**src/hw/stream_pkg.sv**
```systemverilog
package stream_pkg;

    //////////////////////////////////////////////////////////////////////
    // datapath types

    localparam int BEAT_BITS = 128;
    localparam int FID_BITS  = 12;
    localparam int TIME_BITS = 32;

    typedef logic [BEAT_BITS-1:0] beat_t;
    typedef logic [FID_BITS-1:0]  fid_t;
    typedef logic [TIME_BITS-1:0] time_t;   // real time

    //////////////////////////////////////////////////////////////////////
    // buffering and flow control

    localparam int BUF_DEPTH_LOG2  = 6;
    localparam int META_DEPTH_LOG2 = 3;     // meta and verdict queues
    localparam int OUT_DEPTH_LOG2  = 4;

    localparam int DATA_XOFF = 48;
    localparam int DATA_XON  = 32;
    localparam int META_XOFF = 6;
    localparam int META_XON  = 4;

    typedef enum logic {
        RD_IDLE,
        RD_READING
    } reader_state_t;

endpackage

```
**src/hw/cert_pkg.sv**
```systemverilog
package cert_pkg;

    //////////////////////////////////////////////////////////////////////
    // certificate header layout in word positions from sop

    localparam int HDR_WORDS     = 6;
    localparam int SERIAL_WORD   = 1;
    localparam int DOMAIN_WORD   = 2;
    localparam int NOTAFTER_WORD = 3;
    localparam int MIN_WORDS     = 7;    // header plus one payload word
    localparam int REALIGN_BITS  = 32;

    localparam int SERIAL_BITS = 32;
    localparam int DOMAIN_BITS = 16;
    localparam int WIDX_BITS   = 8;      // saturates on long packets

    typedef logic [SERIAL_BITS-1:0] serial_t;
    typedef logic [DOMAIN_BITS-1:0] domain_t;
    typedef logic [WIDX_BITS-1:0]   widx_t;

    // one flow table entry
    typedef struct packed {
        stream_pkg::fid_t  fid;
        serial_t           serial;
        domain_t           domain;
        stream_pkg::time_t notafter;
        stream_pkg::time_t etime;
    } flow_rec_t;

endpackage

```
**src/hw/buf_rd_if.sv**
```systemverilog
`timescale 1ns/1ns

interface buf_rd_if;
    import stream_pkg::*;

    logic  data_empty;
    beat_t data;
    logic  sop;
    logic  eop;
    logic  meta_empty;
    fid_t  fid;         // meta fifo head
    logic  data_rd;
    logic  meta_rd;

    modport source (
        output data_empty, data, sop, eop, meta_empty, fid,
        input  data_rd, meta_rd
    );

    modport sink (
        input  data_empty, data, sop, eop, meta_empty, fid,
        output data_rd, meta_rd
    );
endinterface

```
**src/hw/cert_beat_if.sv**
```systemverilog
`timescale 1ns/1ns

interface cert_beat_if;
    import stream_pkg::*;
    import cert_pkg::*;

    logic  beat;        // one per buffer word read
    beat_t data;
    logic  sop;
    logic  eop;
    widx_t word_idx;
    logic  verdict_ok;
    fid_t  fid;

    modport source (
        output beat, data, sop, eop, word_idx, verdict_ok, fid
    );

    // consumers only listen
    modport sink (
        input  beat, data, sop, eop, word_idx, verdict_ok, fid
    );

endinterface

```
**src/hw/sync_fifo.sv**
```systemverilog
`timescale 1ns/1ns

module sync_fifo #(
    parameter int WIDTH      = 8,
    parameter int DEPTH_LOG2 = 4
) (
    input  logic                clk,
    input  logic                rst_n,
    input  logic                wr,
    input  logic [WIDTH-1:0]    din,
    input  logic                rd,
    output logic [WIDTH-1:0]    dout,
    output logic                empty,
    output logic                full,
    output logic [DEPTH_LOG2:0] count
);

    localparam int DEPTH = 1 << DEPTH_LOG2;

    logic [WIDTH-1:0]      mem [DEPTH];
    logic [DEPTH_LOG2-1:0] wr_ptr;
    logic [DEPTH_LOG2-1:0] rd_ptr;
    logic                  do_wr;
    logic                  do_rd;

    assign empty = (count == '0);
    assign full  = count[DEPTH_LOG2];   // msb set only at DEPTH
    assign do_wr = wr & ~full;
    assign do_rd = rd & ~empty;
    assign dout  = mem[rd_ptr];         // show-ahead head

    always_ff @(posedge clk) begin
        if (do_wr) begin
            mem[wr_ptr] <= din;
        end
    end

    always_ff @(posedge clk or negedge rst_n) begin
        if (!rst_n) begin
            wr_ptr <= '0;
            rd_ptr <= '0;
            count  <= '0;
        end else begin
            if (do_wr) begin
                wr_ptr <= wr_ptr + 1'b1;
            end
            if (do_rd) begin
                rd_ptr <= rd_ptr + 1'b1;
            end
            case ({do_wr, do_rd})
                2'b10:   count <= count + 1'b1;
                2'b01:   count <= count - 1'b1;
                default: count <= count;
            endcase
        end
    end

endmodule

```
**src/hw/cert_reader.sv**
```systemverilog
`timescale 1ns/1ns

module cert_reader #(
    parameter int META_DEPTH_LOG2 = 3
) (
    input  logic        clk,
    input  logic        rst_n,
    input  logic        sig_valid,
    input  logic        sig_ok,
    input  logic        room,
    buf_rd_if.sink      rd,
    cert_beat_if.source bt
);
    import stream_pkg::*;
    import cert_pkg::*;

    reader_state_t state;
    widx_t         idx;
    logic          start;
    logic          vq_empty;
    logic          vq_ok;

    // verdicts arrive in packet order
    sync_fifo #(.WIDTH(1), .DEPTH_LOG2(META_DEPTH_LOG2)) verdict_fifo_i (
        .clk(clk), .rst_n(rst_n), .wr(sig_valid), .din(sig_ok),
        .rd(rd.meta_rd), .dout(vq_ok), .empty(vq_empty),
        .full(), .count());

    assign start = (state == RD_IDLE) & ~rd.data_empty & rd.sop
                 & ~rd.meta_empty & ~vq_empty;

    assign rd.data_rd = (state == RD_READING) & ~rd.data_empty & room;
    assign rd.meta_rd = rd.data_rd & rd.eop;    // verdict pops too

    always_ff @(posedge clk or negedge rst_n) begin
        if (!rst_n) begin
            state <= RD_IDLE;
            idx   <= '0;
        end else begin
            case (state)
                RD_IDLE: begin
                    if (start) begin
                        state <= RD_READING;
                    end
                end
                RD_READING: begin
                    if (rd.data_rd && rd.eop) begin
                        state <= RD_IDLE;
                    end
                end
                default: state <= RD_IDLE;
            endcase
            if (start) begin
                idx <= '0;
            end else if (rd.data_rd) begin
                idx <= (idx == '1) ? idx : idx + 1'b1;
            end
        end
    end

    assign bt.beat       = rd.data_rd;
    assign bt.data       = rd.data;
    assign bt.sop        = rd.sop;
    assign bt.eop        = rd.eop;
    assign bt.word_idx   = idx;
    assign bt.verdict_ok = vq_ok;
    assign bt.fid        = rd.fid;

endmodule

```
**src/flat_wrapper.sv**
```systemverilog
// flat-port wrapper written by rule: the top's interface ports become plain ports
module cert_reader_flat import stream_pkg::*; import cert_pkg::*;
#(
    parameter int META_DEPTH_LOG2 = 3
)
  (clk, rst_n, sig_valid, sig_ok, room, rd_data_empty, rd_data, rd_sop, rd_eop, rd_meta_empty, rd_fid, rd_data_rd, rd_meta_rd, bt_beat, bt_data, bt_sop, bt_eop, bt_word_idx, bt_verdict_ok, bt_fid);
  buf_rd_if rd_i ();
  cert_beat_if bt_i ();
  input  logic clk;
  input  logic rst_n;
  input  logic sig_valid;
  input  logic sig_ok;
  input  logic room;
  input wire logic [$bits(rd_i.data_empty)-1:0] rd_data_empty;
  input wire logic [$bits(rd_i.data)-1:0] rd_data;
  input wire logic [$bits(rd_i.sop)-1:0] rd_sop;
  input wire logic [$bits(rd_i.eop)-1:0] rd_eop;
  input wire logic [$bits(rd_i.meta_empty)-1:0] rd_meta_empty;
  input wire logic [$bits(rd_i.fid)-1:0] rd_fid;
  output wire logic [$bits(rd_i.data_rd)-1:0] rd_data_rd;
  output wire logic [$bits(rd_i.meta_rd)-1:0] rd_meta_rd;
  output wire logic [$bits(bt_i.beat)-1:0] bt_beat;
  output wire logic [$bits(bt_i.data)-1:0] bt_data;
  output wire logic [$bits(bt_i.sop)-1:0] bt_sop;
  output wire logic [$bits(bt_i.eop)-1:0] bt_eop;
  output wire logic [$bits(bt_i.word_idx)-1:0] bt_word_idx;
  output wire logic [$bits(bt_i.verdict_ok)-1:0] bt_verdict_ok;
  output wire logic [$bits(bt_i.fid)-1:0] bt_fid;
  assign rd_i.data_empty = rd_data_empty;
  assign rd_i.data = rd_data;
  assign rd_i.sop = rd_sop;
  assign rd_i.eop = rd_eop;
  assign rd_i.meta_empty = rd_meta_empty;
  assign rd_i.fid = rd_fid;
  assign rd_data_rd = rd_i.data_rd;
  assign rd_meta_rd = rd_i.meta_rd;
  assign bt_beat = bt_i.beat;
  assign bt_data = bt_i.data;
  assign bt_sop = bt_i.sop;
  assign bt_eop = bt_i.eop;
  assign bt_word_idx = bt_i.word_idx;
  assign bt_verdict_ok = bt_i.verdict_ok;
  assign bt_fid = bt_i.fid;
  cert_reader #(.META_DEPTH_LOG2(META_DEPTH_LOG2)) u_core (.clk(clk), .rst_n(rst_n), .sig_valid(sig_valid), .sig_ok(sig_ok), .room(room), .rd(rd_i), .bt(bt_i));
endmodule
```
**config.mk**
```make
export PLATFORM = sky130hd
export DESIGN_NAME = cert_reader_flat
export DESIGN_NICKNAME = d
export VERILOG_FILES = /design/src/hw/stream_pkg.sv /design/src/hw/cert_pkg.sv /design/src/hw/buf_rd_if.sv /design/src/hw/cert_beat_if.sv /design/src/hw/sync_fifo.sv /design/src/hw/cert_reader.sv /design/src/flat_wrapper.sv
export SDC_FILE = /design/constraint.sdc
export NUM_CORES = 1
export LEC_CHECK = 0
export ABC_CLOCK_PERIOD_IN_PS = 5640
export BUFFER_PORTS_ARGS = -buffer_cell sky130_fd_sc_hd__buf_2
export CORE_AREA = 5 5 115 117
export DETAILED_ROUTE_END_ITERATION = 10
export DIE_AREA = 0 0 120 122
export PLACE_DENSITY = 0.6
export SLEW_MARGIN = 10
export SYNTH_ARGS = -nofsm -noshare
export SYNTH_HDL_FRONTEND = slang
export SYNTH_SLANG_ARGS = --single-unit
```
**constraint.sdc**
```tcl
create_clock -name clk -period 5.64 [get_ports clk]
set_input_delay 0.564 -clock clk [delete_from_list [all_inputs] [get_ports clk]]
set_output_delay 0.564 -clock clk [all_outputs]
set_load 0.02 [all_outputs]
```
==> out/metrics.csv <==
stage,metric,value,unit
pwr,Max IR drop VDD,0.0999,mV
timing,Setup TNS Final,0,ns
global_route,Tot GR Track Use,0.0569,
clock_network,CTS sink count,27,
clock_network,"CTS clk-pin slew, worst paths",0.07,ns
critical_path,crit path DAT,2.40,ns
clock_network,worst skew pair latency,0.26,ns
critical_path,Critical Path Fanout Max,6,
route,drt wl/cell,14.6,um
clock_network,Clock Tree Root,clkbuf_16,
cells_and_area,Final #Nets,296,
synthesis,distinct cell type count of the synthesized netlist,34,
synthesis,Syn Inst Count,257,
die,die area,14600,um^2
cells_and_area,storage element area,716,um^2
critical_path,crit path launch type,flip-flop,
clock_network,clock buffer depth,2,
clock_network,setup bufs post-CTS,0,
synthesis,top post-synthesis cells by area,"buf_4 43%, dfrtp_1 19%, edfxtp_1 9.6%",
cells_and_area,area growth from synthesis to layout,-27.9,%
timing,Tcrit/Tclk final,0.402,
timing,Slew @ Worst Pin,0.557,ns
critical_path,critical path type,flip-flop to flip-flop,
critical_path,crit path from,u_core.verdict_fifo_i.count[1],
route,ANT nets after route,0,
die,Die W,120,um
global_route,largest net degree at the start of global routing,20,
flow_run,maxcap violations,0,
synthesis,top-area cell type share of the netlist area,0.430,
global_route,vias in the first global route,1139,
timing,Period minus WS final,2.27,ns
status,status,"complete, no violations",
synthesis,dominant cell type by area after synthesis,buf_4,
route,# DRC,0,
clock_network,H-tree Lvls,1,
critical_path,"Req. time, crit path",5.78,ns
die,Starting Density,0.203,
global_route,global-route wire length before repair,6420,um
synthesis,yosys warns,0,
placed_design,DPL Wire Length,3430,um
clock_network,CTS buffer count,3,
die,die height,122,um
timing,Fmax,441,MHz
timing,final hold violations,0,
timing,clk_skew,0.00266,ns
cells_and_area,most frequent cells in the layout,"22 x buf_2, 19 x dfrtp_1, 15 x nor2_1",
placed_design,GPL Wtd Cong,0.719,
synthesis,syn_nets,412,
route,Post-Route WL,4230,um
cells_and_area,Layout Cells excl Fill,290,
synthesis,post-synthesis register bit count,27,
cells_and_area,multi-input logic area,694,um^2
clock_network,"Hold-fix buffers, CTS",0,
synthesis,syn avg cell area,9.71,um^2
critical_path,crit path buf inv count,0,
pwr,Comb pwr share,0.317,
synthesis,sequential area share after synthesis,0.287,
cells_and_area,layout cells sized above 1,0.293,
pwr,Sw Share,0.363,
timing,Max Slew Vio Count,0,
pwr,clock power share,0.215,
pwr,internal power,473,uW
global_route,grt ovf,0,
clock_network,CTS tree,done,
cells_and_area,Layout fillers,1347,
route,DR vias,1106,
critical_path,"delay-heaviest family, CP",simple AND/OR/NAND/NOR gates,
pwr,NetSw,270,uW
placed_design,Cell Count Post-Placement,286,
global_route,antenna violations before repair,0,
timing,slew margin rel.,0.626,
die,Core Area,12300,um^2
pwr,P_leak,0.713,nW
cells_and_area,"most common cell after layout, fill and taps aside",buf_2,
critical_path,CP endpoint kind,flip-flop,
hold_path,worst hold-check path type,input pin to async pin,
pwr,sequential power share,0.468,
clock_network,post_cts resized,0,
route,vias per inst,3.81,
die,I/O Pins,303,
cells_and_area,ant diodes,0,
placed_design,IO Port Bufs,22,
critical_path,Crit-path slowest cell,dfrtp_1,
critical_path,reg2reg start,u_core.verdict_fifo_i.count[1],
die,Rows,41,
synthesis,Mapped Area,2490,um^2
timing,Setup-failing EPs final,0,
critical_path,"slowest stage delay, CP",0.47,ns
route,initial DRC count,30,
critical_path,CP cell instances,"nor4_4, nor2_2, ha_1, xor2_1, ha_1, a21oi_1, xor2_1, nor2_1, xor2_1",
critical_path,Crit path top cell by count,xor2_1,
timing,RSZ-0062 raised after global routing,no,
pwr,P per Cell Area,413,nW/um^2
route,DR pass1 iterations,2,
## sequential cells by signal, indices dropped and copies added (netlist names)
name / flops
u_core.verdict_fifo_i.mem: 8
u_core.verdict_fifo_i.wr_ptr: 3
u_core.verdict_fifo_i.rd_ptr: 3
u_core.verdict_fifo_i.count: 4
u_core.bt.word_idx: 8
u_core.state: 1
## power groups by stage
stage | Sequential, mW | Combinational [mW] | Clock (mW)
CTS | 0.348 | 0.243 | 0.166
finish | 0.348 | 0.235 | 0.160
detailed placement | 0.351 | 0.243 | 0
global route | 0.359 | 0.268 | 0.175
floorplan | 0.346 | 0.319 | 0
global placement | 0.349 | 0.236 | 0
## final cells by class
| cell class | count | area share |
|---|---|---|
| tap | 150 | 0.104 |
| timing repair buffer | 22 | 0.0612 |
| inverter | 3 | 0.00626 |
| sequential | 27 | 0.398 |
| multi-input combinational | 84 | 0.386 |
| clock buffer | 4 | 0.0438 |
## metrics by stage
stage / util / area [um^2] / power, mW / hold WS (ns) / worst slack [ns]
after global placement: 0.140 / 1720 / 0.585 / 0.472 / 3.21
after floorplan: - / 2490 / 0.664 / 0.268 / 3.47
after detailed placement: 0.140 / 1720 / 0.594 / 0.471 / 3.15
after global routing: 0.147 / 1800 / 0.801 / 0.269 / 3.22
final: 0.147 / 1800 / 0.743 / 0.246 / 3.37
after CTS: 0.147 / 1800 / 0.758 / 0.258 / 3.37
## synth_stat cells (all sizes together)
cell and number:
nand2b 6, xor2 8, o21ai 1, nand3b 2, mux2 4, a2111oi 1, nand2 6, nor4 6
nand3 3, inv 3, nor2b 1, nor3 3, o211ai 2, edfxtp 8, nand4b 1, buf 143
ha 6, a21o 1, and4 1, and3 1, xnor2 7, dfrtp 19, nor2 16, mux2i 2
a21oi 1, mux4 2, nor4b 1, nand4 2
## routing by layer
layer	up-vias	global-route usage	share of wire
met5	-	0	0
met2	76	0.0924	0.46
met4	0	0.0558	0.086
li1	457	-	-
met1	507	0.0461	0.32
met3	66	0.0357	0.13
## logic make-up (layout without fill, tap and decap cells)
family,count (synthesis),after routing,share of synthesized area
XOR/XNOR,15,15,0.0527
buffers and inverters,146,29,0.435
AO/OA/AOI/OAI,6,6,0.0206
adder cells (fa/ha/maj),6,6,0.0301
flip-flops,27,27,0.287
AND/OR/NAND/NOR,49,49,0.129
multiplexers,8,8,0.0456
## path summary, 6_finish.rpt
check	end	depth (start not counted)	slack [ns]
max	u_core.verdict_fifo_i.count[2]	9	3.37
min	u_core.bt.word_idx[7]	1	0.25
max reg2reg	u_core.verdict_fifo_i.count[2]	9	3.37
min reg2reg	u_core.verdict_fifo_i.rd_ptr[2]	1	0.48
max in group asynchronous	u_core.verdict_fifo_i.rd_ptr[1]	1	5.08
min in group clk	u_core.verdict_fifo_i.rd_ptr[2]	1	0.48
## worst register-to-register path, stage by stage (launching register included)
cell	delay, ns
dfrtp_1	0.47
nor4_4	0.41
nor2_2	0.14
ha_1	0.28
xor2_1	0.17
ha_1	0.19
a21oi_1	0.14
xor2_1	0.15
nor2_1	0.06
xor2_1	0.14
Power figures use the tool's default switching activity.
