--- config.mk ---
export PLATFORM = sky130hd
export DESIGN_NAME = cert_field_extract_flat
export DESIGN_NICKNAME = d
export VERILOG_FILES = /design/src/hw/stream_pkg.sv /design/src/hw/cert_pkg.sv /design/src/hw/cert_beat_if.sv /design/src/hw/cert_field_extract.sv /design/src/flat_wrapper.sv
export SDC_FILE = /design/constraint.sdc
export NUM_CORES = 1
export LEC_CHECK = 0
export ABC_AREA = 1
export BUFFER_PORTS_ARGS = -buffer_cell sky130_fd_sc_hd__buf_2
export CAP_MARGIN = 20
export CORE_AREA = 4 4 137 139
export CTS_CLUSTER_DIAMETER = 50
export DETAILED_ROUTE_END_ITERATION = 10
export DIE_AREA = 0 0 141 143
export GPL_TIMING_DRIVEN = 0
export PLACE_DENSITY = 0.72
export SKIP_LAST_GASP = 1
export SYNTH_ARGS = -nofsm -noshare
export SYNTH_HDL_FRONTEND = slang
export SYNTH_SLANG_ARGS = --single-unit
--- constraint.sdc ---
create_clock -name clk -period 1 [get_ports clk]
set_clock_uncertainty 0.2 [all_clocks]
set_input_delay 0.2 -clock clk [delete_from_list [all_inputs] [get_ports clk]]
set_output_delay 0.2 -clock clk [all_outputs]
set_load 0.1 [all_outputs]
--- src/hw/stream_pkg.sv ---
package stream_pkg;

    //////////////////////////////////////////////////////////////////////
    // datapath types

    localparam int BEAT_BITS = 128;
    localparam int FID_BITS  = 12;
    localparam int TIME_BITS = 32;

    typedef logic [BEAT_BITS-1:0] beat_t;
    typedef logic [FID_BITS-1:0]  fid_t;
    typedef logic [TIME_BITS-1:0] time_t;   // real time

    //////////////////////////////////////////////////////////////////////
    // buffering and flow control

    localparam int BUF_DEPTH_LOG2  = 6;
    localparam int META_DEPTH_LOG2 = 3;     // meta and verdict queues
    localparam int OUT_DEPTH_LOG2  = 4;

    localparam int DATA_XOFF = 48;
    localparam int DATA_XON  = 32;
    localparam int META_XOFF = 6;
    localparam int META_XON  = 4;

    typedef enum logic {
        RD_IDLE,
        RD_READING
    } reader_state_t;

endpackage

--- src/hw/cert_pkg.sv ---
package cert_pkg;

    //////////////////////////////////////////////////////////////////////
    // certificate header layout in word positions from sop

    localparam int HDR_WORDS     = 6;
    localparam int SERIAL_WORD   = 1;
    localparam int DOMAIN_WORD   = 2;
    localparam int NOTAFTER_WORD = 3;
    localparam int MIN_WORDS     = 7;    // header plus one payload word
    localparam int REALIGN_BITS  = 32;

    localparam int SERIAL_BITS = 32;
    localparam int DOMAIN_BITS = 16;
    localparam int WIDX_BITS   = 8;      // saturates on long packets

    typedef logic [SERIAL_BITS-1:0] serial_t;
    typedef logic [DOMAIN_BITS-1:0] domain_t;
    typedef logic [WIDX_BITS-1:0]   widx_t;

    // one flow table entry
    typedef struct packed {
        stream_pkg::fid_t  fid;
        serial_t           serial;
        domain_t           domain;
        stream_pkg::time_t notafter;
        stream_pkg::time_t etime;
    } flow_rec_t;

endpackage

--- src/hw/cert_beat_if.sv ---
`timescale 1ns/1ns

interface cert_beat_if;
    import stream_pkg::*;
    import cert_pkg::*;

    logic  beat;        // one per buffer word read
    beat_t data;
    logic  sop;
    logic  eop;
    widx_t word_idx;
    logic  verdict_ok;
    fid_t  fid;

    modport source (
        output beat, data, sop, eop, word_idx, verdict_ok, fid
    );

    // consumers only listen
    modport sink (
        input  beat, data, sop, eop, word_idx, verdict_ok, fid
    );

endinterface

--- src/hw/cert_field_extract.sv ---
`timescale 1ns/1ns

module cert_field_extract (
    input  logic                clk,
    input  logic                rst_n,
    cert_beat_if.sink           bt,
    input  stream_pkg::time_t   current_time,
    input  stream_pkg::time_t   default_exp_time,
    output logic                rec_wr,
    output cert_pkg::flow_rec_t rec,
    output cert_pkg::domain_t   domain
);
    import stream_pkg::*;
    import cert_pkg::*;

    serial_t serial_q;
    domain_t domain_q;
    logic    at_serial;
    logic    at_domain;
    logic    at_notafter;

    assign at_serial   = bt.beat && (bt.word_idx == SERIAL_WORD);
    assign at_domain   = bt.beat && (bt.word_idx == DOMAIN_WORD);
    assign at_notafter = bt.beat && (bt.word_idx == NOTAFTER_WORD);

    always_ff @(posedge clk or negedge rst_n) begin
        if (!rst_n) begin
            rec_wr <= 1'b0;
        end else begin
            rec_wr <= at_notafter & bt.verdict_ok;  // failed packets leave no record
        end
    end

    always_ff @(posedge clk) begin
        if (at_serial) begin
            serial_q <= bt.data[SERIAL_BITS-1:0];
        end
        if (at_domain) begin
            domain_q <= bt.data[DOMAIN_BITS-1:0];
        end
        // record built on the not-after word
        if (at_notafter) begin
            rec.fid      <= bt.fid;
            rec.serial   <= serial_q;
            rec.domain   <= domain_q;
            rec.notafter <= bt.data[$bits(time_t)-1:0];
            rec.etime    <= current_time + default_exp_time;
        end
    end

    assign domain = domain_q;

endmodule

--- src/flat_wrapper.sv ---
// flat-port wrapper written by rule: the top's interface ports become plain ports
module cert_field_extract_flat import stream_pkg::*; import cert_pkg::*;
  (clk, rst_n, current_time, default_exp_time, rec_wr, rec, domain, bt_beat, bt_data, bt_sop, bt_eop, bt_word_idx, bt_verdict_ok, bt_fid);
  cert_beat_if bt_i ();
  input  logic clk;
  input  logic rst_n;
  input  stream_pkg::time_t current_time;
  input  stream_pkg::time_t default_exp_time;
  output logic rec_wr;
  output cert_pkg::flow_rec_t rec;
  output cert_pkg::domain_t domain;
  input wire logic [$bits(bt_i.beat)-1:0] bt_beat;
  input wire logic [$bits(bt_i.data)-1:0] bt_data;
  input wire logic [$bits(bt_i.sop)-1:0] bt_sop;
  input wire logic [$bits(bt_i.eop)-1:0] bt_eop;
  input wire logic [$bits(bt_i.word_idx)-1:0] bt_word_idx;
  input wire logic [$bits(bt_i.verdict_ok)-1:0] bt_verdict_ok;
  input wire logic [$bits(bt_i.fid)-1:0] bt_fid;
  assign bt_i.beat = bt_beat;
  assign bt_i.data = bt_data;
  assign bt_i.sop = bt_sop;
  assign bt_i.eop = bt_eop;
  assign bt_i.word_idx = bt_word_idx;
  assign bt_i.verdict_ok = bt_verdict_ok;
  assign bt_i.fid = bt_fid;
  cert_field_extract u_core (.clk(clk), .rst_n(rst_n), .bt(bt_i), .current_time(current_time), .default_exp_time(default_exp_time), .rec_wr(rec_wr), .rec(rec), .domain(domain));
endmodule
==> results of run 1 <==
==> power by group through the flow <==
stage	sequential, mW	clock, mW	combinational (mW)
global placement	8.17	0	2.00
finish	8.01	6.27	2.81
CTS	8.01	6.31	2.46
global route	8.01	6.73	3.08
detailed placement	8.17	0	2.05
floorplan	8.23	0	1.32
==> worst paths after layout <==
kind	end	depth (start not counted)	startpoint
max	u_core.rec[24]	12	default_exp_time[0]
min	u_core.rec[0]	2	current_time[0]
max reg2reg	u_core.rec[65]	1	u_core.domain[1]
min reg2reg	u_core.rec[81]	0	u_core.serial_q[1]
max in group asynchronous	u_core.rec_wr	3	rst_n
min in group asynchronous	u_core.rec_wr	3	rst_n
==> cells by family (layout without fill, tap and decap cells) <==
family / Yosys count / after routing / synth area share
DFF: 173 / 173 / 0.680
adders and majority gates: 32 / 32 / 0.0535
and+or+nand+nor: 322 / 322 / 0.176
AOI/OAI and AO/OA: 23 / 23 / 0.0166
other: 0 / 1 / 0
buffers and inverters: 113 / 545 / 0.0556
xor gates and xnor gates: 16 / 16 / 0.0184
==> placed cells by master (no fill, tap or decap), types with 5 or more instances in the layout <==
cell type	n
a21oi_2	13
buf_12	15
buf_16	8
buf_2	107
buf_4	28
buf_6	176
buf_8	18
clkbuf_16	19
dlygate4sd3_1	47
edfxtp_1	172
ha_4	30
inv_1	99
inv_2	11
inv_6	5
nand2_1	165
nand2_2	53
nand2_4	20
nand3_1	14
nand3_2	10
nor2_1	26
nor2_2	10
nor2_4	7
xor2_1	14
==> layer usage <==
layer / vias up / routed length [um] / GRT usage
li1: 3074 / - / -
met1: 2967 / 9310 / 0.266
met2: 253 / 12500 / 0.419
met3: 27 / 1850 / 0.0650
met4: 0 / 403 / 0.0673
met5: - / 0 / 0
==> state kept, by name, summed over array words and instances (netlist names) <==
signal	flops
u_core.domain	16
u_core.serial_q	32
u_core.rec	124
u_core.rec_wr	1
==> through the flow <==
step	std cells	setup WS, ns
3_3_place_gp	1168	-4.39
5_1_grt	1341	-0.606
6_report	1341	-0.555
4_1_cts	1329	-0.538
2_1_floorplan	679	-2.99
3_5_place_dp	1179	-1.20
==> cell type report <==
| type | instances | area (um2) | area share |
|---|---|---|---|
| Sequential cell | 173 | 5190 | 0.386 |
| Inverter | 113 | 434 | 0.0323 |
| Clock buffer | 17 | 425 | 0.0316 |
| Timing Repair Buffer | 401 | 4040 | 0.300 |
| Multi-Input combinational cell | 393 | 2940 | 0.219 |
| Tap cell | 229 | 287 | 0.0213 |
| Antenna cell | 1 | 2.50 | 0.000186 |
| Clock inverter | 14 | 134 | 0.00995 |
==> what timing repair did <==
| action | CTS | global route |
|---|---|---|
| pin swaps | 37 | 52 |
| endpoints found under the hold margin | 97 | 1 |
| gates resized for setup | 379 | 123 |
| setup buffers | 63 | 27 |
| cloned | 10 | 2 |
| endpoints found under the setup margin | 342 | 349 |
==> out/results.ini, run 1 <==
[outcome]
status = finished with violations
violations = hold timing, setup timing

[flow_run]
maxCapViolations = 0

[timing]
finalCritPeriodShare = 1.56
maxSlewViolCount = 0
setup_viol = 352
hold_viol_final = 2
period_minus_slack_ns = 1.56
setup_tns_ns = -131.97
slew-limit-headroom = 0.762
rsz0062_at_grt = true
setup_slack_ns = -0.555
hold_ws_ns = -0.141
worst_pin_slew_ns = 0.354
fmax_mhz = 643

[route]
wire_per_inst_um = 17.9
vias = 6321
final_antenna_net_count = 0
drt-initial-drc-count = 285
finalWirelength_mm = 24.0
drc = 0
dr.pass1.iters = 4
via_per_inst = 4.71

[synth]
synth_top_area_cell = edfxtp_1
ys_warn_count = 0
synth_top_area_share = 0.677
yosys_register_bits = 173
yosys-top-cells-area = edfxtp_1 (68%), nand2_1 (11%), inv_1 (5.4%)
synth_edf_count = 172
avgSynthCellArea_um2 = 11.2
netlist_instances = 679
ys_types = 24
synth_common_cells = nand2_1 (225), edfxtp_1 (172), inv_1 (110)
yosysSeqAreaShare = 0.680
ys_async_sr_fraction = 0.00578
syn-num-nets = 929
syn_area_mm2 = 0.00763
synth-main-ff-cell = edfxtp_1
yosysMostFrequentCell = nand2_1

[power]
p_total_mw = 17.1
p_sw_frac = 0.264
internal-power_mw = 12.6
ir_drop_mv = 1.16
seqPwrFrac = 0.469
p_sw_mw = 4.52
clockPowerShare = 0.367
p_per_area_mw_per_mm2 = 1270
combPwrFrac = 0.165
p_leak_nw = 5.91

[setup_path]
crit_path_max_incr_delay_ns = 0.37
crit_fanout = 3
path_delay_family = simple AND/OR/NAND/NOR gates
crit_required_ns = 0.97
cp_slowest_cell = fa_2
cpMostUsedCell = nand3_2
cp_cell_sequence = buf_6, ha_4, fa_2, nand3_2, nand3_2, nand2_2, nand2_4, buf_4, nand3_2, nand3_1, nand2_1, nand2_1
crit_buf_inv = 2
worstSetupEndpointType = register
r2r_slack_ns = -0.07
cp-start-kind = input pin
critPathArrivalTime_ns = 1.52
path_class = input pin to register

[cells_and_area]
fin_area_mm2 = 0.0135
layout.nets = 1349
area_delta_synth_final_pct = 76.4
fillCellCount = 1043
drive_gt1_frac = 0.504
fin_util = 0.762

[floorplanning]
die_x_um = 141
die_area_mm2 = 0.0202
initial_utilization = 0.432
die_h_um = 143
ios = 359
coreArea_mm2 = 0.0177
row_count = 49

[global_routing]
grt_pass1_wl_mm = 34.8
grt_remaining_overflow = 0
grt_pass1_vias = 6366
grt.total_usage = 0.231
antenna_found_initial = 1
grt_max_degree = 18

[placed_design]
placement.io_buffers = 260
gp_congestion = 0.864
place_area_mm2 = 0.00991
hpwl_mm = 15.1

[clocking]
clockRootBuffer = clkbuf_16
cts_tree = built
holdBufCountCts = 47
clk_latency_ns = 0.42
cts_buffers = 17
cts.sinks = 173
clkSlewWorstSetupHoldPaths_ns = 0.07
clockBufferDepth = 2
cts.htree.levels = 4

[min_path]
hold_path.class = input pin to register

(Power assumes the default switching activity.)
==> run 2: changes to the inputs <==
Settings changed: RECOVER_POWER set to 25.
==> run 2 against run 1 <==
  * The run still ends with hold timing, setup timing left
  * Design area barely moved
  * Total power is essentially flat
  * Non-clock buffer count is the same
  * Via count rose by 0.24%
  * Critical path type unchanged
  * Largest cell class unchanged
==> out/results.ini, run 2 (synthesized netlist as in run 1, its figures left out) <==
[outcome]
status = finished with violations
violations = hold timing, setup timing

[setup_path]
cp_slowest_cell = fa_2
cpMostUsedCell = nand3_2
cp-start-kind = input pin
path_delay_family = simple AND/OR/NAND/NOR gates
path_class = input pin to register
critPathArrivalTime_ns = 1.52
crit_fanout = 3
cp_cell_sequence = buf_6, ha_4, fa_2, nand3_2, nand3_2, nand2_2, nand2_4, buf_4, nand3_2, nand3_1, nand2_1, nand2_1
crit_required_ns = 0.97
crit_path_max_incr_delay_ns = 0.37
crit_buf_inv = 2
worstSetupEndpointType = register

[clocking]
clkSlewWorstSetupHoldPaths_ns = 0.07
clockRootBuffer = clkbuf_16
clockBufferDepth = 2
cts.sinks = 173
cts.htree.levels = 4
holdBufCountCts = 47
cts_buffers = 17
clk_latency_ns = 0.42
cts_tree = built

[global_routing]
grt_pass1_vias = 6366
antenna_found_initial = 1
grt_remaining_overflow = 0
grt.total_usage = 0.231
grt_max_degree = 18
grt_pass1_wl_mm = 34.8

[route]
vias = 6336
dr.pass1.iters = 4
drt-initial-drc-count = 285
wire_per_inst_um = 17.9
drc = 0
final_antenna_net_count = 0
finalWirelength_mm = 24.0
via_per_inst = 4.72

[cells_and_area]
top_regs = u_core.rec x124, u_core.serial_q x32, u_core.domain x16
regArea_mm2 = 0.00519
final_cell_count_no_fill = 1341
largest_register_ffs = 124
multi_input_area_mm2 = 0.00294
drive_gt1_frac = 0.503
regMostFlops = u_core.rec
fin_util = 0.762
layout.nets = 1349
area_delta_synth_final_pct = 76.4
final_cell_mix = buf_6 (176), edfxtp_1 (172), nand2_1 (165), buf_2 (106), inv_1 (99)
final_common_cell = buf_6
fillCellCount = 1044

[placed_design]
gp_congestion = 0.864
dp.cells = 1179
hpwl_mm = 15.1
placement.io_buffers = 260

[floorplanning]
initial_utilization = 0.432
ios = 359
row_count = 49
die_h_um = 143
die_area_mm2 = 0.0202
coreArea_mm2 = 0.0177
die_x_um = 141

[timing]
rsz0062_at_grt = true
fmax_mhz = 643
setup_viol = 352
finalCritPeriodShare = 1.56
hold_viol_final = 2
slew-limit-headroom = 0.762
maxSlewViolCount = 0
period_minus_slack_ns = 1.56
hold_ws_ns = -0.141
setup_slack_ns = -0.555
worst_pin_slew_ns = 0.354

[flow_run]
maxCapViolations = 0

[power]
ir_drop_mv = 1.16
p_leak_nw = 5.91
p_total_mw = 17.1
p_per_area_mw_per_mm2 = 1270

[min_path]
hold_path.class = input pin to register

[run 2: changes by cell type in the layout (fill, tap and decap cells not counted), sizes merged]
cell    delta
buf        -1
clkbuf     +1
[run 2: routing by layer]
layer | GRT usage | wire length, um | vias to the layer above
li1 | - | - | 3075
met1 | 0.266 | 9450 | 2973
met2 | 0.419 | 12400 | 259
met3 | 0.0650 | 1730 | 29
met4 | 0.0673 | 428 | 0
met5 | 0 | 0 | -
[run 2: path summary, 6_finish.rpt]
path                                startpoint        endpoint  slack (ns)  depth (start not counted)
max in group asynchronous                rst_n   u_core.rec_wr        0.09                          3
setup reg to reg              u_core.domain[1]  u_core.rec[65]       -0.07                          1
hold / removal                 current_time[0]   u_core.rec[0]       -0.14                          2
hold reg to reg             u_core.serial_q[1]  u_core.rec[81]        0.21                          0
min in group asynchronous                rst_n   u_core.rec_wr        0.40                          3
setup / recovery           default_exp_time[0]  u_core.rec[24]       -0.56                         12
[run 2: power breakdown]
part / internal (mW) / switching [mW] / total, mW
registers: 8.00 / 0.00613 / 8.01
logic: 1.29 / 1.52 / 2.81
clock network: 3.27 / 3.00 / 6.27
total: 12.6 / 4.52 / 17.1
[run 2: timing repair]
item	CTS	global route
setup endpoints to repair	342	349
pin swaps	37	52
endpoints found under the hold margin	97	1
resized for setup	379	123
cloned	10	2
buffers inserted	63	27
[run 2: layout make-up]
cell class,instances,share of cell area
tap,229,0.0213
clock inverter,14,0.00995
inverter,113,0.0323
multi-input combinational,393,0.219
antenna,1,0.000186
timing repair buffer,401,0.300
sequential,173,0.386
clock buffer,17,0.0316
[run 2: metrics by stage]
stage               setup TNS [ns]  worst slack (ns)  instance area, um2
floorplan                  -525.55             -2.99                8110
global placement           -728.82             -4.39                9700
detailed placement         -194.87             -1.20                9910
CTS                        -123.96            -0.538               13000
global route               -143.78            -0.606               13500
finish                     -132.06            -0.555               13500
