<file path="config.mk">
export PLATFORM = sky130hd
export DESIGN_NAME = payload_realign_flat
export DESIGN_NICKNAME = d
export VERILOG_FILES = /design/src/hw/stream_pkg.sv /design/src/hw/cert_pkg.sv /design/src/hw/cert_beat_if.sv /design/src/hw/sync_fifo.sv /design/src/hw/payload_realign.sv /design/src/flat_wrapper.sv
export SDC_FILE = /design/constraint.sdc
export NUM_CORES = 2
export LEC_CHECK = 0
export BUFFER_PORTS_ARGS = -buffer_cell sky130_fd_sc_hd__buf_2
export CORE_MARGIN = 2
export CORE_UTILIZATION = 45
export CTS_CLUSTER_DIAMETER = 50
export CTS_CLUSTER_SIZE = 12
export DETAILED_ROUTE_END_ITERATION = 8
export GPL_TIMING_DRIVEN = 0
export SLEW_MARGIN = 40
export SYNTH_ARGS = -nofsm -noshare
export SYNTH_HDL_FRONTEND = slang
export SYNTH_SLANG_ARGS = --single-unit
export TNS_END_PERCENT = 5
</file>
<file path="constraint.sdc">
create_clock -name clk -period 10.35 [get_ports clk]
set_input_delay 0 -clock clk [delete_from_list [all_inputs] [get_ports clk]]
set_output_delay 0 -clock clk [all_outputs]
set_load 0.005 [all_outputs]
</file>
<file path="src/hw/stream_pkg.sv">
package stream_pkg;

    //////////////////////////////////////////////////////////////////////
    // datapath types

    localparam int BEAT_BITS = 128;
    localparam int FID_BITS  = 12;
    localparam int TIME_BITS = 32;

    typedef logic [BEAT_BITS-1:0] beat_t;
    typedef logic [FID_BITS-1:0]  fid_t;
    typedef logic [TIME_BITS-1:0] time_t;   // real time

    //////////////////////////////////////////////////////////////////////
    // buffering and flow control

    localparam int BUF_DEPTH_LOG2  = 6;
    localparam int META_DEPTH_LOG2 = 3;     // meta and verdict queues
    localparam int OUT_DEPTH_LOG2  = 4;

    localparam int DATA_XOFF = 48;
    localparam int DATA_XON  = 32;
    localparam int META_XOFF = 6;
    localparam int META_XON  = 4;

    typedef enum logic {
        RD_IDLE,
        RD_READING
    } reader_state_t;

endpackage

</file>
<file path="src/hw/cert_pkg.sv">
package cert_pkg;

    //////////////////////////////////////////////////////////////////////
    // certificate header layout in word positions from sop

    localparam int HDR_WORDS     = 6;
    localparam int SERIAL_WORD   = 1;
    localparam int DOMAIN_WORD   = 2;
    localparam int NOTAFTER_WORD = 3;
    localparam int MIN_WORDS     = 7;    // header plus one payload word
    localparam int REALIGN_BITS  = 32;

    localparam int SERIAL_BITS = 32;
    localparam int DOMAIN_BITS = 16;
    localparam int WIDX_BITS   = 8;      // saturates on long packets

    typedef logic [SERIAL_BITS-1:0] serial_t;
    typedef logic [DOMAIN_BITS-1:0] domain_t;
    typedef logic [WIDX_BITS-1:0]   widx_t;

    // one flow table entry
    typedef struct packed {
        stream_pkg::fid_t  fid;
        serial_t           serial;
        domain_t           domain;
        stream_pkg::time_t notafter;
        stream_pkg::time_t etime;
    } flow_rec_t;

endpackage

</file>
<file path="src/hw/cert_beat_if.sv">
`timescale 1ns/1ns

interface cert_beat_if;
    import stream_pkg::*;
    import cert_pkg::*;

    logic  beat;        // one per buffer word read
    beat_t data;
    logic  sop;
    logic  eop;
    widx_t word_idx;
    logic  verdict_ok;
    fid_t  fid;

    modport source (
        output beat, data, sop, eop, word_idx, verdict_ok, fid
    );

    // consumers only listen
    modport sink (
        input  beat, data, sop, eop, word_idx, verdict_ok, fid
    );

endinterface

</file>
<file path="src/hw/sync_fifo.sv">
`timescale 1ns/1ns

module sync_fifo #(
    parameter int WIDTH      = 8,
    parameter int DEPTH_LOG2 = 4
) (
    input  logic                clk,
    input  logic                rst_n,
    input  logic                wr,
    input  logic [WIDTH-1:0]    din,
    input  logic                rd,
    output logic [WIDTH-1:0]    dout,
    output logic                empty,
    output logic                full,
    output logic [DEPTH_LOG2:0] count
);

    localparam int DEPTH = 1 << DEPTH_LOG2;

    logic [WIDTH-1:0]      mem [DEPTH];
    logic [DEPTH_LOG2-1:0] wr_ptr;
    logic [DEPTH_LOG2-1:0] rd_ptr;
    logic                  do_wr;
    logic                  do_rd;

    assign empty = (count == '0);
    assign full  = count[DEPTH_LOG2];   // msb set only at DEPTH
    assign do_wr = wr & ~full;
    assign do_rd = rd & ~empty;
    assign dout  = mem[rd_ptr];         // show-ahead head

    always_ff @(posedge clk) begin
        if (do_wr) begin
            mem[wr_ptr] <= din;
        end
    end

    always_ff @(posedge clk or negedge rst_n) begin
        if (!rst_n) begin
            wr_ptr <= '0;
            rd_ptr <= '0;
            count  <= '0;
        end else begin
            if (do_wr) begin
                wr_ptr <= wr_ptr + 1'b1;
            end
            if (do_rd) begin
                rd_ptr <= rd_ptr + 1'b1;
            end
            case ({do_wr, do_rd})
                2'b10:   count <= count + 1'b1;
                2'b01:   count <= count - 1'b1;
                default: count <= count;
            endcase
        end
    end

endmodule

</file>
<file path="src/hw/payload_realign.sv">
`timescale 1ns/1ns

module payload_realign #(
    parameter int OUT_DEPTH_LOG2 = 4
) (
    input  logic              clk,
    input  logic              rst_n,
    cert_beat_if.sink         bt,
    input  cert_pkg::domain_t domain,
    output logic              room,
    output logic              out_valid,
    input  logic              out_ready,
    output logic              out_sop,
    output logic              out_eop,
    output stream_pkg::beat_t out_data,
    output stream_pkg::fid_t  out_fid,
    output cert_pkg::domain_t out_domain,
    output logic              out_discard
);
    import stream_pkg::*;
    import cert_pkg::*;

    localparam int PAY_BITS  = $bits(beat_t) - REALIGN_BITS;
    localparam int META_BITS = $bits(fid_t) + $bits(domain_t) + 1;

    logic [REALIGN_BITS-1:0] last_lo;   // low word of previous beat
    logic                    tail_pend;
    logic                    emit;
    logic                    drop;
    logic                    first;
    logic                    beat_wr;
    beat_t                   beat_data;
    logic                    beat_sop;
    logic                    beat_eop;
    logic                    meta_wr;
    logic [META_BITS-1:0]    meta_din;
    logic                    beat_empty;
    logic                    meta_empty;
    logic                    beat_rd;
    logic [OUT_DEPTH_LOG2:0] beat_count;

    assign emit  = bt.beat & bt.verdict_ok & (bt.word_idx >= HDR_WORDS);
    assign drop  = bt.beat & ~bt.verdict_ok & bt.eop;
    assign first = (bt.word_idx == HDR_WORDS);

    always_ff @(posedge clk or negedge rst_n) begin
        if (!rst_n) begin
            tail_pend <= 1'b0;
            beat_wr   <= 1'b0;
            meta_wr   <= 1'b0;
        end else begin
            tail_pend <= emit & bt.eop;     // reader idles next cycle so the slot is free
            beat_wr   <= emit | drop | tail_pend;
            meta_wr   <= (emit & first) | drop;
        end
    end

    always_ff @(posedge clk) begin
        if (bt.beat) begin
            last_lo <= bt.data[REALIGN_BITS-1:0];
        end
        if (tail_pend) begin
            beat_data <= {last_lo, {PAY_BITS{1'b0}}};
            beat_sop  <= 1'b0;
            beat_eop  <= 1'b1;
        end else begin
            beat_data <= bt.verdict_ok ? {last_lo, bt.data[$bits(beat_t)-1:REALIGN_BITS]} : '0;
            beat_sop  <= first | ~bt.verdict_ok;
            beat_eop  <= ~bt.verdict_ok;
        end
        meta_din <= {bt.fid, domain, ~bt.verdict_ok};
    end

    //////////////////////////////////////////////////////////////////////
    // output fifos with the meta entry written beside the sop beat

    sync_fifo #(.WIDTH($bits(beat_t) + 2), .DEPTH_LOG2(OUT_DEPTH_LOG2)) beat_fifo_i (
        .clk(clk), .rst_n(rst_n), .wr(beat_wr), .din({beat_data, beat_sop, beat_eop}),
        .rd(beat_rd), .dout({out_data, out_sop, out_eop}), .empty(beat_empty),
        .full(), .count(beat_count));

    sync_fifo #(.WIDTH(META_BITS), .DEPTH_LOG2(OUT_DEPTH_LOG2)) meta_fifo_i (
        .clk(clk), .rst_n(rst_n), .wr(meta_wr), .din(meta_din),
        .rd(beat_rd & out_eop), .dout({out_fid, out_domain, out_discard}),
        .empty(meta_empty), .full(), .count());

    assign out_valid = ~beat_empty & ~meta_empty;
    assign beat_rd   = out_valid & out_ready;
    assign room      = (beat_count + 3) <= (1 << OUT_DEPTH_LOG2);  // two writes in flight plus tail

endmodule

</file>
<file path="src/flat_wrapper.sv">
// flat-port wrapper written by rule: the top's interface ports become plain ports
module payload_realign_flat import stream_pkg::*; import cert_pkg::*;
#(
    parameter int OUT_DEPTH_LOG2 = 4
)
  (clk, rst_n, domain, room, out_valid, out_ready, out_sop, out_eop, out_data, out_fid, out_domain, out_discard, bt_beat, bt_data, bt_sop, bt_eop, bt_word_idx, bt_verdict_ok, bt_fid);
  cert_beat_if bt_i ();
  input  logic clk;
  input  logic rst_n;
  input  cert_pkg::domain_t domain;
  output logic room;
  output logic out_valid;
  input  logic out_ready;
  output logic out_sop;
  output logic out_eop;
  output stream_pkg::beat_t out_data;
  output stream_pkg::fid_t out_fid;
  output cert_pkg::domain_t out_domain;
  output logic out_discard;
  input wire logic [$bits(bt_i.beat)-1:0] bt_beat;
  input wire logic [$bits(bt_i.data)-1:0] bt_data;
  input wire logic [$bits(bt_i.sop)-1:0] bt_sop;
  input wire logic [$bits(bt_i.eop)-1:0] bt_eop;
  input wire logic [$bits(bt_i.word_idx)-1:0] bt_word_idx;
  input wire logic [$bits(bt_i.verdict_ok)-1:0] bt_verdict_ok;
  input wire logic [$bits(bt_i.fid)-1:0] bt_fid;
  assign bt_i.beat = bt_beat;
  assign bt_i.data = bt_data;
  assign bt_i.sop = bt_sop;
  assign bt_i.eop = bt_eop;
  assign bt_i.word_idx = bt_word_idx;
  assign bt_i.verdict_ok = bt_verdict_ok;
  assign bt_i.fid = bt_fid;
  payload_realign #(.OUT_DEPTH_LOG2(OUT_DEPTH_LOG2)) u_core (.clk(clk), .rst_n(rst_n), .bt(bt_i), .domain(domain), .room(room), .out_valid(out_valid), .out_ready(out_ready), .out_sop(out_sop), .out_eop(out_eop), .out_data(out_data), .out_fid(out_fid), .out_domain(out_domain), .out_discard(out_discard));
endmodule
</file>
==> results by group <==
Synth
  – Post-Synth Simple-Gate Area: between 1.5 and 2%
  – Largest family of logic cells by synthesized area: multiplexers
  – Adder-cell share of the synthesized area: less than 1%
  – FF+latch count, synth: 2,764
  – Synth area leader: edfxtp_1
  – Synth unique cells: 34
  – Cell count after synthesis: 4,263
  – Compound-Gate Fraction of Synth Area: 0.907%
  – Syn_nets: around 4,500
  – Ys flop type: edfxtp_1
  – Top-area cell type share of the netlist area: around 75%
  – Sequential element share of the synthesized area: between 70% and 80%
  – Top post-synthesis cells by area: edfxtp_1 75%, mux4_2 16%, dfxtp_1 3.1%, and2_1 0.79%, dfrtp_1 0.71%
  – Avg Cell Area, Syn: 24.0 µm²
  – Xor and xnor area share after synthesis: 0.180%
  – Post-synthesis mux area share: between 10% and 20%
  – Post-synth EDFFs: between 2,000 and 3,000
  – Synth async-reset ratio: around 1.0%
  – Synth warnings: 0
  – Mapped Area: roughly 100,000 µm²

Placed design
  – Dpl hpwl: around 160,000 µm
  – GP Congestion: between 0.7 and 0.8
  – Buffers on Ports: 330
  – Placed cells: a little under 8,000

Worst setup path
  – CP max stage cell: buf_1
  – Most used cell along the critical path: buf_2
  – WS Path Type: reg -> out
  – Max incr delay on CP: 620 ps
  – Worst-path fanout max: 10
  – Worst path cell trace: buf_2, buf_2, buf_2, buf_4, buf_1, a211oi_1, a21oi_1, buf_2
  – Arrival @ worst endpoint: 4720 ps
  – Worst setup SP type: flop
  – Critical Path End Type: primary output
  – CP Data Required Time: just over 10,000 ps

Detailed routing
  – First-iteration detailed-routing DRC count: about 5,700
  – Drt wl/cell: 30.8 µm
  – DR vias: just under 50,000
  – Via/cell ratio: 5.72
  – Pre-antenna DRT Iters: 5
  – Post-route ant nets: 0
  – Post-route DRC violation count: 0
  – Final WL: approximately 260,000 µm

Layout
  – Layout cell share with drive strength beyond 1: 32.1%
  – Area growth syn-to-layout: 20.3%
  – Cell Count, Final, Fillers Out: approximately 8,600
  – Nets: 5,544

Global routing
  – First-pass GRT wire length: between 300,000 and 400,000 µm
  – Total global routing overflow: 0
  – Antenna violations before repair: 5
  – Number of global-route vias before repair: slightly above 50,000
  – Global Route Usage Sum: 22.8%
  – Largest net degree at the start of global routing: 36

Pwr
  – Cell Pwr Density: roughly 260 nW/µm²
  – Worst VDD drop: ~0.18 mV
  – Leak pwr: between 40 and 50 nW

Floorplan
  – # IOs: around 330
  – Core Region: 227,000 µm²
  – Initial Utilization: 45.2%
  – Die Span Y: between 400 and 500 µm
  – Die ar.: 232,000 µm²
  – Die width: roughly 480 µm
  – # rows: ~180

CTS
  – CTS root buf: clkbuf_16
  – CTS Buf Count: 311
  – Clk sinks: 2,764
  – Clk_lat worst skew: around 930 ps
  – CTS tree: yes
  – Max Root-Sink Buffers: 4
  – Htree depth: 5
  – Clock transition at path regs: about 60 ps

Timing
  – Period Utilization, post-route: roughly 46%
  – RSZ-0062 raised after global routing: no
  – Slew HR: approximately 39%
  – Post-route minimum period: 4720 ps
  – Final Hold Vio Count: 0
  – Setup TNS: 0 ps
  – Setup violations, final: 0
  – Max-slew violations: 0
  – Max Clk Rate: around 210 MHz
  – Actual slew at the worst max-slew pin: between 900 and 1000 ps
  – Clock Skew: roughly 61 ps

Min path
  – Worst min path class: in -> reg

Job
  – Max Cap Viol: 0

Status
  – Status: finished, final reports clean
state kept, by name (all words and copies together) (netlist names):
| register | count |
|---|---|
| u_core.meta_fifo_i.wr_ptr | 4 |
| u_core.meta_din | 29 |
| u_core.meta_wr | 1 |
| u_core.last_lo | 32 |
| u_core.meta_fifo_i.count | 5 |
| u_core.meta_fifo_i.rd_ptr | 4 |
| u_core.beat_fifo_i.count | 5 |
| u_core.beat_wr | 1 |
| u_core.beat_fifo_i.mem | 2080 |
| u_core.beat_eop | 1 |
| u_core.beat_sop | 1 |
| u_core.beat_data | 128 |
| u_core.beat_fifo_i.wr_ptr | 4 |
| u_core.beat_fifo_i.rd_ptr | 4 |
| u_core.tail_pend | 1 |
| u_core.meta_fifo_i.mem | 464 |
cells by family after synthesis:
family	after synthesis
DFF	2764
muxes	798
and+or+nand+nor	280
buffers and inverters	230
AOI/OAI and AO/OA	150
xor gates and xnor gates	21
adders and majority gates	20
synthesized netlist by cell type, types with 3 or more instances:
library cell,instances
nor3_1,6
mux4_2,730
dfrtp_1,29
nor2_1,11
nand3_1,3
mux2i_1,66
nand4_1,3
o21ai_0,8
xor2_1,9
a211oi_1,65
and2_1,129
buf_4,5
nand2_1,19
buf_1,25
a21oi_1,71
xnor2_1,12
edfxtp_1,2576
dfxtp_1,159
inv_1,14
a21o_1,4
and3_1,4
nor2b_1,101
buf_2,89
clkbuf_1,95
ha_1,18
timing repair:
item / 4_1_cts / 5_1_grt
gates resized for setup: 0 / 0
hold buffers: 335 / 0
hold endpoints to repair: 252 / 0
setup buffers: 0 / 0
critical path: cells and delay by family, from the launching register on:
kind / cells / cell delay, ps
compound gates: 2 / 760
buf+inv: 6 / 2570
flops: 1 / 420
area by class of cell:
class | count | area [µm²]
antenna | 8 | 20.0
tap | 3009 | 3760
buffer | 216 | 1050
clock inverter | 90 | 1010
clock buffer | 433 | 8410
multi-input combinational | 1269 | 20300
timing repair buffer | 777 | 7360
fill | 17300 | 104000
sequential | 2764 | 81300
inverter | 14 | 52.6
cell usage in the layout (no fill, tap or decap), drive strengths merged:
cell / instances
inv: 30
xnor2: 12
ha: 18
nor3b: 2
a31oi: 1
clkinv: 45
o21ai: 8
buf: 562
nand3: 3
nor4: 1
xor2: 9
fa: 2
a211oi: 65
clkbuf: 530
a21o: 4
dlygate4sd3: 334
mux4: 730
o21ba: 1
dfrtp: 29
nand2: 19
diode: 8
nor2: 11
bufinv: 16
nor3: 6
mux2i: 66
and2: 129
and3: 4
a21oi: 71
nor2b: 101
edfxtp: 2576
mux2: 2
dfxtp: 159
clkinvlp: 13
nand4: 4
power by group:
| part | leakage, nW | total [W] | internal (W) | switching [W] |
|---|---|---|---|---|
| clock network | 4.54 | 0.0103 | 0.00608 | 0.00427 |
| registers | 25.2 | 0.0131 | 0.0128 | 0.000299 |
| logic | 10.6 | 0.00907 | 0.00406 | 0.00502 |
per-stage QoR:
| step | hold slack [ps] | cell area [µm²] | setup WS (ps) | utilization (%) | total power [W] |
|---|---|---|---|---|---|
| finish | 192 | 123000 | 5630 | 54.3 | 0.0326 |
| global route | 174 | 123000 | 5400 | 54.3 | 0.0338 |
| CTS | 112 | 123000 | 5470 | 54.3 | 0.0330 |
| detailed placement | 94.5 | 110000 | 6290 | 48.7 | 0.0226 |
| global placement | 92.8 | 108000 | 869 | 47.6 | 0.0225 |
| floorplan | -296 | 102000 | 5710 | - | 0.0188 |
layer usage:
metal	up-vias	GRT usage, %	wire [µm]
met4	0	7.03	7800
met3	349	4.57	19500
met1	26500	31.9	109000
li1	20200	-	-
met5	-	0	0
met2	2019	36.6	128000
worst paths after layout:
kind / startpoint / endpoint / slack [ps] / depth (start not counted)
setup / recovery: u_core.beat_fifo_i.rd_ptr[1] / out_data[122] / 5630 / 8
hold / removal: bt_verdict_ok / u_core.beat_data[127] / 190 / 4
setup reg to reg: u_core.beat_fifo_i.rd_ptr[0] / u_core.meta_fifo_i.count[4] / 6280 / 13
hold reg to reg: u_core.last_lo[2] / u_core.beat_data[98] / 460 / 1
max in group asynchronous: rst_n / u_core.beat_fifo_i.count[1] / 9940 / 4
min in group asynchronous: rst_n / u_core.meta_fifo_i.rd_ptr[3] / 210 / 4
No activity file was read; power rests on OpenSTA's default activity.
